[config.mk]
export PLATFORM = sky130hd
export DESIGN_NAME = csr_unit
export DESIGN_NICKNAME = d
export VERILOG_FILES = /design/src/csr_pkg.sv /design/src/csr_decode.sv /design/src/csr_stage_reg.sv /design/src/csr_commit.sv /design/src/csr_timer.sv /design/src/csr_unit.sv
export VERILOG_INCLUDE_DIRS = /design/src
export SDC_FILE = /design/constraint.sdc
export NUM_CORES = 1
export LEC_CHECK = 0
export BUFFER_PORTS_ARGS = -buffer_cell sky130_fd_sc_hd__buf_4
export CELL_PAD_IN_SITES_DETAIL_PLACEMENT = 1
export CELL_PAD_IN_SITES_GLOBAL_PLACEMENT = 2
export CORE_MARGIN = 5
export CORE_UTILIZATION = 33
export DETAILED_ROUTE_END_ITERATION = 10
export PLACE_DENSITY_LB_ADDON = 0.1
export SYNTH_ARGS = -nofsm -noshare
export SYNTH_HDL_FRONTEND = slang
export SYNTH_SLANG_ARGS = --single-unit
[constraint.sdc]
create_clock -name clk -period 2.2 [get_ports clk]
set_input_delay 0.11 -clock clk [delete_from_list [all_inputs] [get_ports clk]]
set_output_delay 0.11 -clock clk [all_outputs]
set_load 0.01 [all_outputs]
[src/csr_settings.svh]
`ifndef CSR_SETTINGS_SVH
`define CSR_SETTINGS_SVH

// countdown timer width
`define CSR_TIMER_W 32

// register number width
`define CSR_NUM_W 14

// ecfg local interrupt enable field
`define CSR_LIE_W 13

// direct address mode, plv0, interrupts off
`define CSR_CRMD_RST 9'h008

`endif

[src/csr_pkg.sv]
`include "csr_settings.svh"

package csr_pkg;

    typedef enum logic [2:0] {
        NONE    = 3'd0,
        CSRRD   = 3'd1,
        CSRWR   = 3'd2,
        CSRXCHG = 3'd3,
        ERTN    = 3'd4,
        EXCP    = 3'd5,
        INTE    = 3'd6  // raised by decode only
    } csr_op_e;

    typedef enum logic [`CSR_NUM_W-1:0] {
        CSR_CRMD   = `CSR_NUM_W'('h00),
        CSR_PRMD   = `CSR_NUM_W'('h01),
        CSR_ECFG   = `CSR_NUM_W'('h04),
        CSR_ESTAT  = `CSR_NUM_W'('h05),
        CSR_ERA    = `CSR_NUM_W'('h06),
        CSR_BADV   = `CSR_NUM_W'('h07),
        CSR_EENTRY = `CSR_NUM_W'('h0c),
        CSR_SAVE0  = `CSR_NUM_W'('h30),
        CSR_SAVE1  = `CSR_NUM_W'('h31),
        CSR_SAVE2  = `CSR_NUM_W'('h32),
        CSR_SAVE3  = `CSR_NUM_W'('h33),
        CSR_TID    = `CSR_NUM_W'('h40),
        CSR_TCFG   = `CSR_NUM_W'('h41),
        CSR_TVAL   = `CSR_NUM_W'('h42),
        CSR_TICLR  = `CSR_NUM_W'('h44)
    } csr_addr_e;

    typedef struct packed {
        logic        valid;
        csr_op_e     op;
        csr_addr_e   num;
        logic [31:0] wdata;
        logic [31:0] wmask;
        logic [31:0] pc;
        logic [5:0]  ecode;
        logic [8:0]  esubcode;
        logic [31:0] badv;
    } csr_req_t;

    typedef struct packed {
        csr_op_e     op;
        csr_addr_e   num;
        logic [31:0] wdata;  // already merged through the mask
        logic [31:0] pc;
        logic [5:0]  ecode;
        logic [8:0]  esubcode;
        logic [31:0] badv;
    } csr_cmd_t;

    typedef struct packed {
        logic        flush;
        logic [31:0] pc;
        logic [31:0] rdata;
    } csr_resp_t;

    typedef struct packed {
        logic [8:0]             crmd;
        logic [2:0]             prmd;
        logic [`CSR_LIE_W-1:0]  ecfg_lie;
        logic [1:0]             estat_is;
        logic [5:0]             estat_ecode;
        logic [8:0]             estat_esubcode;
        logic [31:0]            era;
        logic [31:0]            badv;
        logic [31:0]            eentry;
        logic [3:0][31:0]       save;
        logic [31:0]            tid;
        logic [`CSR_TIMER_W-1:0] tcfg;
    } csr_state_t;

    typedef struct packed {
        logic [`CSR_TIMER_W-1:0] tval;
        logic                    ti;
    } tmr_status_t;

    typedef struct packed {
        logic [`CSR_TIMER_W-1:0] tcfg;
        logic                    wr;
        logic                    clr;
    } tmr_ctrl_t;

endpackage

[src/csr_decode.sv]
`include "csr_settings.svh"

module csr_decode (
    input  csr_pkg::csr_req_t    req,
    input  csr_pkg::csr_state_t  state,
    input  csr_pkg::tmr_status_t tmr,
    input  logic [7:0]           hw_int,
    output csr_pkg::csr_cmd_t    cmd,
    output csr_pkg::csr_resp_t   resp,
    output logic                 cmd_valid
);
    import csr_pkg::*;

    logic [`CSR_LIE_W-1:0] int_vec;
    logic                  inte;
    csr_op_e               op;
    logic [31:0]           estat;
    logic [31:0]           rdata;
    logic [31:0]           mask;

    // ipi at bit 12 and bit 10 are not wired
    assign int_vec = {1'b0, tmr.ti, 1'b0, hw_int, state.estat_is};

    assign inte = req.valid && state.crmd[2] && (|(int_vec & state.ecfg_lie));

    // interrupt wins over whatever the slot carries
    assign op = inte ? INTE : req.op;

    assign cmd_valid = req.valid && (op != NONE);

    assign estat = {1'b0, state.estat_esubcode, state.estat_ecode, 3'b0, int_vec};

    always_comb
    begin
        case (req.num)
            CSR_CRMD:   rdata = {23'b0, state.crmd};
            CSR_PRMD:   rdata = {29'b0, state.prmd};
            CSR_ECFG:   rdata = 32'(state.ecfg_lie);
            CSR_ESTAT:  rdata = estat;
            CSR_ERA:    rdata = state.era;
            CSR_BADV:   rdata = state.badv;
            CSR_EENTRY: rdata = state.eentry;
            CSR_SAVE0,
            CSR_SAVE1,
            CSR_SAVE2,
            CSR_SAVE3:  rdata = state.save[req.num[1:0]];
            CSR_TID:    rdata = state.tid;
            CSR_TCFG:   rdata = 32'(state.tcfg);
            CSR_TVAL:   rdata = 32'(tmr.tval);
            default:    rdata = '0;  // ticlr reads as zero
        endcase
    end

    assign mask = (op == CSRXCHG) ? req.wmask : '1;

    always_comb
    begin
        cmd.op    = op;
        cmd.num   = req.num;
        cmd.wdata = (rdata & ~mask) | (req.wdata & mask);
        cmd.pc    = req.pc;
        cmd.badv  = req.badv;
        if (inte)
        begin
            cmd.ecode    = 6'd0;  // int
            cmd.esubcode = 9'd0;
        end
        else
        begin
            cmd.ecode    = req.ecode;
            cmd.esubcode = req.esubcode;
        end
    end

    always_comb
    begin
        resp.rdata = rdata;
        resp.flush = req.valid && (op != NONE) && (op != CSRRD);
        case (op)
            ERTN:       resp.pc = state.era;
            EXCP, INTE: resp.pc = state.eentry;
            default:    resp.pc = req.pc + 32'd4;
        endcase
    end

endmodule

[src/csr_stage_reg.sv]
module csr_stage_reg #(
    parameter type payload_t = logic
) (
    input  logic     clk,
    input  logic     rstn,
    input  logic     stall,
    input  logic     flush,
    input  logic     valid_in,
    input  payload_t d,
    output logic     valid_out,
    output payload_t q
);

    always_ff @(posedge clk)
    begin
        if (!rstn || (flush && !stall))
        begin
            valid_out <= 1'b0;
            q         <= '0;  // response flush must drop with it
        end
        else if (!stall)
        begin
            valid_out <= valid_in;
            q         <= d;
        end
    end

endmodule

[src/csr_commit.sv]
`include "csr_settings.svh"

module csr_commit (
    input  logic                 clk,
    input  logic                 rstn,
    input  logic                 stall,
    input  logic                 cmd_valid,
    input  csr_pkg::csr_cmd_t    cmd,
    input  csr_pkg::tmr_status_t tmr,
    output csr_pkg::csr_state_t  state,
    output csr_pkg::tmr_ctrl_t   tctl,
    output logic                 excp_flush,
    output logic                 ertn_flush
);
    import csr_pkg::*;

    localparam logic [5:0] ECODE_ADE = 6'h08;
    localparam logic [5:0] ECODE_ALE = 6'h09;
    localparam logic [`CSR_LIE_W-1:0] LIE_WMASK = 13'h1bff;  // bit 10 reserved

    logic commit_en;
    logic wr_en;
    logic tcfg_wr;

    assign commit_en = cmd_valid && !stall;
    assign wr_en     = commit_en && (cmd.op == CSRWR || cmd.op == CSRXCHG);
    assign tcfg_wr   = wr_en && (cmd.num == CSR_TCFG);

    // timer sees the new config at the same edge the register takes it
    always_comb
    begin
        tctl.wr   = tcfg_wr;
        tctl.tcfg = tcfg_wr ? cmd.wdata[`CSR_TIMER_W-1:0] : state.tcfg;
        tctl.clr  = wr_en && (cmd.num == CSR_TICLR) && cmd.wdata[0] && tmr.ti;
    end

    always_ff @(posedge clk)
    begin
        if (!rstn)
        begin
            state      <= '0;
            state.crmd <= `CSR_CRMD_RST;
            excp_flush <= 1'b0;
            ertn_flush <= 1'b0;
        end
        else
        begin
            excp_flush <= 1'b0;
            ertn_flush <= 1'b0;
            if (commit_en)
            begin
                case (cmd.op)
                    EXCP, INTE:
                    begin
                        state.prmd           <= state.crmd[2:0];  // plv and ie
                        state.crmd[2:0]      <= 3'b0;
                        state.era            <= cmd.pc;
                        state.estat_ecode    <= cmd.ecode;
                        state.estat_esubcode <= cmd.esubcode;
                        if (cmd.ecode == ECODE_ADE || cmd.ecode == ECODE_ALE)
                            state.badv <= cmd.badv;
                        excp_flush <= 1'b1;
                    end
                    ERTN:
                    begin
                        state.crmd[2:0] <= state.prmd;
                        ertn_flush      <= 1'b1;
                    end
                    CSRWR, CSRXCHG:
                    begin
                        case (cmd.num)
                            CSR_CRMD:
                            begin
                                state.crmd[2:0] <= cmd.wdata[2:0];
                                state.crmd[8:5] <= cmd.wdata[8:5];
                                // da and pg must stay exclusive
                                if (cmd.wdata[4] ^ cmd.wdata[3])
                                    state.crmd[4:3] <= cmd.wdata[4:3];
                            end
                            CSR_PRMD:   state.prmd     <= cmd.wdata[2:0];
                            CSR_ECFG:   state.ecfg_lie <= cmd.wdata[`CSR_LIE_W-1:0] & LIE_WMASK;
                            CSR_ESTAT:  state.estat_is <= cmd.wdata[1:0];  // sw bits only
                            CSR_ERA:    state.era      <= cmd.wdata;
                            CSR_BADV:   state.badv     <= cmd.wdata;
                            CSR_EENTRY: state.eentry   <= {cmd.wdata[31:6], 6'b0};
                            CSR_SAVE0,
                            CSR_SAVE1,
                            CSR_SAVE2,
                            CSR_SAVE3:  state.save[cmd.num[1:0]] <= cmd.wdata;
                            CSR_TID:    state.tid      <= cmd.wdata;
                            CSR_TCFG:   state.tcfg     <= cmd.wdata[`CSR_TIMER_W-1:0];
                            default:    ;  // tval read only, ticlr goes to the timer
                        endcase
                    end
                    default: ;
                endcase
            end
        end
    end

endmodule

[src/csr_timer.sv]
`include "csr_settings.svh"

module csr_timer (
    input  logic                 clk,
    input  logic                 rstn,
    input  csr_pkg::tmr_ctrl_t   tctl,
    output csr_pkg::tmr_status_t tmr
);

    logic                    en;
    logic                    periodic;
    logic                    at_zero;
    logic [`CSR_TIMER_W-1:0] init_val;

    assign en       = tctl.tcfg[0];
    assign periodic = tctl.tcfg[1];
    assign at_zero  = (tmr.tval == '0);
    assign init_val = {tctl.tcfg[`CSR_TIMER_W-1:2], 2'b00};

    always_ff @(posedge clk)
    begin
        if (!rstn)
        begin
            tmr <= '0;
        end
        else
        begin
            // clear beats a new expiry in the same cycle
            if (tctl.clr)
                tmr.ti <= 1'b0;
            else if (en && !tctl.wr && at_zero)
                tmr.ti <= 1'b1;

            if (tctl.wr && en)
                tmr.tval <= init_val;
            else if (en && at_zero && periodic)
                tmr.tval <= init_val;
            else if (en && tmr.tval != '1)
                tmr.tval <= tmr.tval - 1'b1;  // one shot parks at all ones
        end
    end

endmodule

[src/csr_unit.sv]
module csr_unit (
    input  logic               clk,
    input  logic               rstn,
    input  logic               stall,
    input  logic               flush,
    input  csr_pkg::csr_req_t  req,
    input  logic [7:0]         hw_int,
    output csr_pkg::csr_resp_t resp,
    output logic               excp_flush,
    output logic               ertn_flush,
    output logic [8:0]         crmd
);
    import csr_pkg::*;

    csr_cmd_t    cmd_d;
    csr_cmd_t    cmd_q;
    csr_resp_t   resp_d;
    logic        cmd_valid_d;
    logic        cmd_valid_q;
    csr_state_t  state;
    tmr_status_t tmr;
    tmr_ctrl_t   tctl;

    assign crmd = state.crmd;

    csr_decode u_decode (
        .req       (req),
        .state     (state),
        .tmr       (tmr),
        .hw_int    (hw_int),
        .cmd       (cmd_d),
        .resp      (resp_d),
        .cmd_valid (cmd_valid_d)
    );

    csr_stage_reg #(.payload_t(csr_cmd_t)) u_cmd_reg (
        .clk       (clk),
        .rstn      (rstn),
        .stall     (stall),
        .flush     (flush),
        .valid_in  (cmd_valid_d),
        .d         (cmd_d),
        .valid_out (cmd_valid_q),
        .q         (cmd_q)
    );

    // response validity rides in resp.flush
    csr_stage_reg #(.payload_t(csr_resp_t)) u_resp_reg (
        .clk       (clk),
        .rstn      (rstn),
        .stall     (stall),
        .flush     (flush),
        .valid_in  (req.valid),
        .d         (resp_d),
        .valid_out (),
        .q         (resp)
    );

    csr_commit u_commit (
        .clk        (clk),
        .rstn       (rstn),
        .stall      (stall),
        .cmd_valid  (cmd_valid_q),
        .cmd        (cmd_q),
        .tmr        (tmr),
        .state      (state),
        .tctl       (tctl),
        .excp_flush (excp_flush),
        .ertn_flush (ertn_flush)
    );

    csr_timer u_timer (
        .clk  (clk),
        .rstn (rstn),
        .tctl (tctl),
        .tmr  (tmr)
    );

endmodule

# --- Word level (Yosys, flattened, before mapping) ---
# Cells that the tools add are included.
classes:
  add_sub_neg: 2
  magnitude_cmp: 3
  n_eq_ne: 44
  reduce_logical: 53
  muxes: 24
  bitwise_logic: 7
ops:
  columns: ["op", "n"]
  rows:
  - ["$pmux W32 S11", 1]
  - ["$mux W32", 10]
  - ["$bwmux W128", 1]
  - ["$pmux W64 S2", 1]
  - ["$eq A14 B3 Y1 const B", 8]
  - ["$eq A14 B6 Y1 const B", 8]
  - ["$eq A14 B7 Y1 const B", 6]
  - ["$and A32 B32 Y32", 2]
  - ["$bmux W32 S2", 1]
  - ["$demux W32 S2", 1]
  - ["$pmux W32 S2", 1]
  - ["$add A32 B3 Y32 const B", 1]
  - ["$logic_not A32 Y1", 1]
  - ["$ne A32 B32 Y1 const B", 1]
  - ["$not A32 Y32", 1]
  - ["$or A32 B32 Y32", 1]
  - ["$sub A32 B1 Y32 const B", 1]
  - ["$reduce_and A3 Y1", 10]
  - ["$eq A14 B1 Y1 const B", 2]
  - ["$eq A14 B4 Y1 const B", 2]
  - ["$logic_not A14 Y1", 2]
  - ["$eq A3 B3 Y1 const B", 6]
  - ["$logic_and A1 B1 Y1", 18]
  - ["$mux W15", 1]
  - ["24 further kinds", 46]
totals:
  elab_cells: 166
  inputBits: 173
  register_bits: 552

# --- Longest topological paths before layout ---
depth:
  depth_word: 9
  mapped_depth: 10
  mapped_depth_nobuf: 8

# --- Hierarchy ---
# A second synthesis with hierarchy kept.
hier_totals:
  hier_cells: 3277
  hier_area_um2: 29544.6
modules_own_cells:
  columns: ["mod", "cells_per_inst", "n_inst", "area_per_inst_um2"]
  rows:
  - ["csr_commit", 1446, 1, 13666.9]
  - ["csr_decode", 745, 1, 5733.0]
  - ["csr_stage_reg (u_cmd_reg)", 573, 1, 5027.3]
  - ["csr_stage_reg (u_resp_reg)", 293, 1, 3206.8]
  - ["csr_timer", 220, 1, 1910.6]

# --- Least setup slack after synthesis ---
# No wires, ideal clock.
synth_timing:
  path_type: "reg2reg"
  startpoint: "register u_timer.tmr[6] (netlist name)"
  endpoint: "register u_timer.tmr[28] (netlist name)"
  slack_ns: -0.085
  path_stages_with_launch: 9
  period_less_slack_ns: 2.285
  arrival_ns: 2.163
  required_ns: 2.078
  path_cell_list: "dfxtp_1 -> buf_6 -> nor4_2 -> nand4_1 -> nor4_2 -> or3_1 -> buf_4 -> nor2_1 -> a221o_1"
synth_via:
  elab_chain_cells: 5
  word_cells_on_any_way: 10
  cone_classes: "1 x add/sub; 1 x eq/ne; 3 x mux; 5 x reduce/logical"
synth_rtl:
  columns: ["item"]
  rows:
  - ["parallel branches: the longest is 5 deep, another holds $sub A32 B1 Y32"]
# Several ways; the timed one is not identified. The select of a mux whose other input is x is not followed.
# A chain may end at the register's enable or synchronous reset.

# --- Worst setup path in the final report ---
layout_timing:
  startpoint: "register u_cmd_reg.q[118] in the netlist's numbering"
  endpoint: "register u_commit.state[210] (netlist name)"
layout_via:
  elab_chain_cells: 2
layout_rtl:
  columns: ["item", "line", "text"]
  rows:
  - ["start, declared", "csr_stage_reg.sv:11", "output payload_t q"]
  - ["start signal, assigned", "csr_stage_reg.sv:19", "q <= '0;"]
  - ["start signal, assigned", "csr_stage_reg.sv:24", "q <= d;"]
  - ["$eq A14 B4 Y1", "csr_commit.sv:71", "case (cmd.num)"]
  - ["$reduce_and A3 Y1 (no line)", null, null]
# No other way between the ends.

==> impl_metrics.json <==
{
  "irDropWorstVdd_uv": 442.9,
  "required_ns": 2.65,
  "p_sw_share_pct": 25.92,
  "synth_edf_count": 0,
  "io_buffer_count": 248,
  "hold_path_class": "input pin to register",
  "insertion_delay_ns": 0.61,
  "yosysUniqueCellTypes": 84,
  "cts_made_buffers": 67,
  "yosys.area.top_type": "dfxtp_1",
  "worstSetupStartpointType": "register",
  "synthArstFlopShare_pct": 0,
  "final_util_pct": 49.33,
  "p_comb_share_pct": 10.3,
  "finalCritPeriodShare_pct": 116.8,
  "synth-seq-area-share_pct": 43.28,
  "gp_congestion": 0.9263,
  "slew_violations": 0,
  "drc_errors": 0,
  "clockPowerShare_pct": 46.6,
  "critical_path_class": "register to register",
  "p_seq_share_pct": 43.1,
  "pin_count": 249,
  "cp_data_arrival_time_ns": 3.02,
  "cap_violations": 0,
  "setup_slack_ns": -0.3686,
  "avgSynthCellArea_sq_um": 8.659,
  "drtIter0Drc": 2342,
  "power.density_mw_per_mm2": 634.6,
  "grt_pass1_wl_um": 180000,
  "drtAntennaViolNets": 0,
  "tightest_slew_ns": 0.9153,
  "cts.path.max_buffers": 3,
  "dr.pass1.iters": 6,
  "vias": 26725,
  "final-hold-violation-count": 0,
  "overflow": 0,
  "viasPerCell": 5.667,
  "skew_ns": 0.03054,
  "syn_nets": 3125,
  "path_max_fanout": 7,
  "area_growth_pct": 48.92,
  "drive_gt1_share_pct": 33.71,
  "drt_wl_total_um": 127900,
  "fmax_ghz": 0.3893,
  "post_drt_wl_per_cell_um": 27.11,
  "fillers": 8689,
  "first_global_vias": 27141,
  "num-nets-final": 3803,
  "core-area_sq_mm": 0.07708,
  "synth_top_area_share_pct": 43.28,
  "die_w_um": 288.2,
  "syn_area_sq_mm": 0.02554,
  "internal_power_mw": 17.88,
  "postPlaceCellArea_sq_mm": 0.03104,
  "outcome": "finished with violations",
  "yosysWarnings": 0,
  "h-tree-depth": 3,
  "synthTopCellsByArea": "dfxtp_1 43%, mux2i_1 6.4%, nand2_1 5.8%",
  "p_leak_nw": 14.68,
  "synth_flop_cell": "dfxtp_1",
  "dp_hpwl_um": 87520,
  "clk_pin_slew_ns": 0.06,
  "cts_tree": "yes",
  "period_needed_ns": 2.569,
  "rsz0062_at_grt": "true",
  "post-route-cell-area_sq_mm": 0.03803,
  "antenna_found_initial": 8,
  "synthCells": 2949,
  "grt_usage_pct": 28.65,
  "ys_ff_latch": 552,
  "start_util_pct": 33.13,
  "clock_sinks": 552,
  "rows": 102,
  "finalPower_mw": 24.13,
  "grt_max_degree": 120,
  "die_h_um": 288.2,
  "dieArea_sq_mm": 0.08304,
  "violations": "setup timing",
  "switching_power_mw": 6.254,
  "setup_viol_count_final": 288,
  "cts_root_buffer": "clkbuf_16",
  "maxSlewHeadroom_pct": 38.98,
  "end_kind": "register"
}
## layout by cell type, fill, tap and decap left out, types with 16 or more instances in the layout
cell type | Yosys | layout
a22oi_1 | 75 | 72
and2_1 | 43 | 42
xor2_1 | 19 | 19
buf_12 | 0 | 67
nand3_1 | 106 | 95
a211oi_2 | 29 | 64
dfxtp_2 | 0 | 16
nand2_4 | 0 | 19
a211oi_1 | 62 | 27
a222oi_1 | 29 | 29
a21oi_2 | 2 | 43
nand4_1 | 24 | 24
buf_6 | 6 | 52
buf_4 | 24 | 589
nor3_1 | 42 | 34
nand2_2 | 0 | 16
nor2_1 | 357 | 318
a221oi_2 | 0 | 29
nand4b_1 | 24 | 24
o21ai_0 | 50 | 38
nor3b_1 | 17 | 16
a21oi_1 | 287 | 240
a22o_1 | 22 | 22
nand2_1 | 396 | 361
mux2i_1 | 162 | 156
o2111ai_1 | 22 | 21
nor2_4 | 0 | 20
mux4_2 | 32 | 32
clkbuf_16 | 0 | 80
dlygate4sd3_1 | 0 | 161
dfxtp_1 | 552 | 536
xnor2_1 | 25 | 23
inv_1 | 32 | 30
clkbuf_1 | 196 | 17
nor2_2 | 1 | 20
## synthesized netlist by cell type, types with 9 or more instances
| library cell | count |
|---|---|
| dfxtp_1 | 552 |
| nand2_1 | 396 |
| nor2_1 | 357 |
| a21oi_1 | 287 |
| clkbuf_1 | 196 |
| mux2i_1 | 162 |
| nand3_1 | 106 |
| a22oi_1 | 75 |
| a211oi_1 | 62 |
| a221oi_1 | 54 |
| o21ai_0 | 50 |
| buf_2 | 47 |
| and2_1 | 43 |
| nor3_1 | 42 |
| inv_1 | 32 |
| mux4_2 | 32 |
| a211oi_2 | 29 |
| a222oi_1 | 29 |
| xnor2_1 | 25 |
| buf_4 | 24 |
| nand4_1 | 24 |
| nand4b_1 | 24 |
| a22o_1 | 22 |
| nor4_1 | 22 |
| o2111ai_1 | 22 |
| xor2_1 | 19 |
| nor3b_1 | 17 |
| o21a_1 | 14 |
| buf_1 | 12 |
| a31oi_1 | 10 |
| and3_1 | 10 |
| mux2_2 | 10 |
| or4_1 | 9 |
## per-stage QoR
step	cells	hold slack (ns)	TNS, ns	setup slack (ns)
3_5_place_dp	4334	0.3490	-65.96	-0.3877
4_1_cts	4661	0.005770	-34.58	-0.2995
3_3_place_gp	4334	0.3388	-55.62	-0.3695
2_1_floorplan	2949	0.2496	-0.05174	-0.03691
6_report	4716	0.03791	-48.52	-0.3686
5_1_grt	4715	0.02840	-67.02	-0.4099
## logic make-up (layout without fill, tap and decap cells)
kind of cell / after synthesis / count (layout) / share of synthesized area [%]
flip-flops: 552 / 552 / 43.28
adder cells (fa/ha/maj): 3 / 3 / 0.1470
AND/OR/NAND/NOR: 1126 / 1126 / 21.17
buffers and inverters: 318 / 1044 / 5.439
XOR/XNOR: 44 / 44 / 1.509
AO/OA/AOI/OAI: 702 / 702 / 18.85
other: 0 / 1 / 0
multiplexers: 204 / 204 / 9.613
## timing repair
action / 4_1_cts / 5_1_grt
gates resized for setup: 211 / 262
cloned: 13 / 14
endpoints found under the setup margin: 346 / 308
hold endpoints to repair: 176 / 0
buffers inserted: 38 / 55
pin swaps: 106 / 125
hold buffers: 161 / 0
## per-layer routing
layer | routed length [um] | part of all wire, % | global-route usage [%]
met1 | 57600 | 45 | 40.51
met2 | 58180 | 45 | 44.75
met3 | 8788 | 6.9 | 5.754
met4 | 3240 | 2.5 | 7.767
met5 | 59 | 0.046 | 0
## registers in the layout, summed over array words and instances, names as in the netlist
register             flops
u_cmd_reg.valid_out      1
u_resp_reg.q            65
u_commit.state         323
u_commit.ertn_flush      1
u_cmd_reg.q            128
u_timer.tmr             33
u_commit.excp_flush      1
## area by class of cell
cell class              instances  area (sq um)  area share, %
diodes                          1         2.502       0.006580
clock buffers                  98          1967          5.172
well taps                    1040          1301          3.422
multi-input cells            2079         14800          38.92
repair buffers                895          8551          22.49
flip-flops and latches        552         11070          29.11
inverters                      32         128.9         0.3389
clock inverters                19         206.4         0.5429
## power groups by stage
stage          Clock (mW)  Sequential (mW)  Combinational (mW)
6_report             11.2             10.4                2.49
3_5_place_dp            0             10.6                1.96
2_1_floorplan           0             10.5               0.934
5_1_grt              11.8             10.4                2.62
3_3_place_gp            0             10.6                1.93
4_1_cts              11.4             10.4                2.25
## final timing paths
path / cells past startpoint / from / slack (ns) / endpoint
setup / recovery: 9 / u_cmd_reg.q[118] / -0.37 / u_commit.state[210]
hold reg to reg: 2 / u_commit.state[120] / 0.45 / u_commit.state[120]
setup reg to reg: 9 / u_cmd_reg.q[118] / -0.37 / u_commit.state[210]
hold / removal: 4 / hw_int[1] / 0.04 / u_resp_reg.q[3]
## critical path: stages, from the launching register on
cell     delay, ns
dfxtp_2       0.32
buf_6         0.11
or4_4         0.52
buf_6         0.13
or4_4         0.46
nor3_4        0.19
buf_12        0.19
buf_16        0.17
mux2i_2       0.23
nor2_1        0.07
Note: power is estimated with default switching activity, not from simulation.
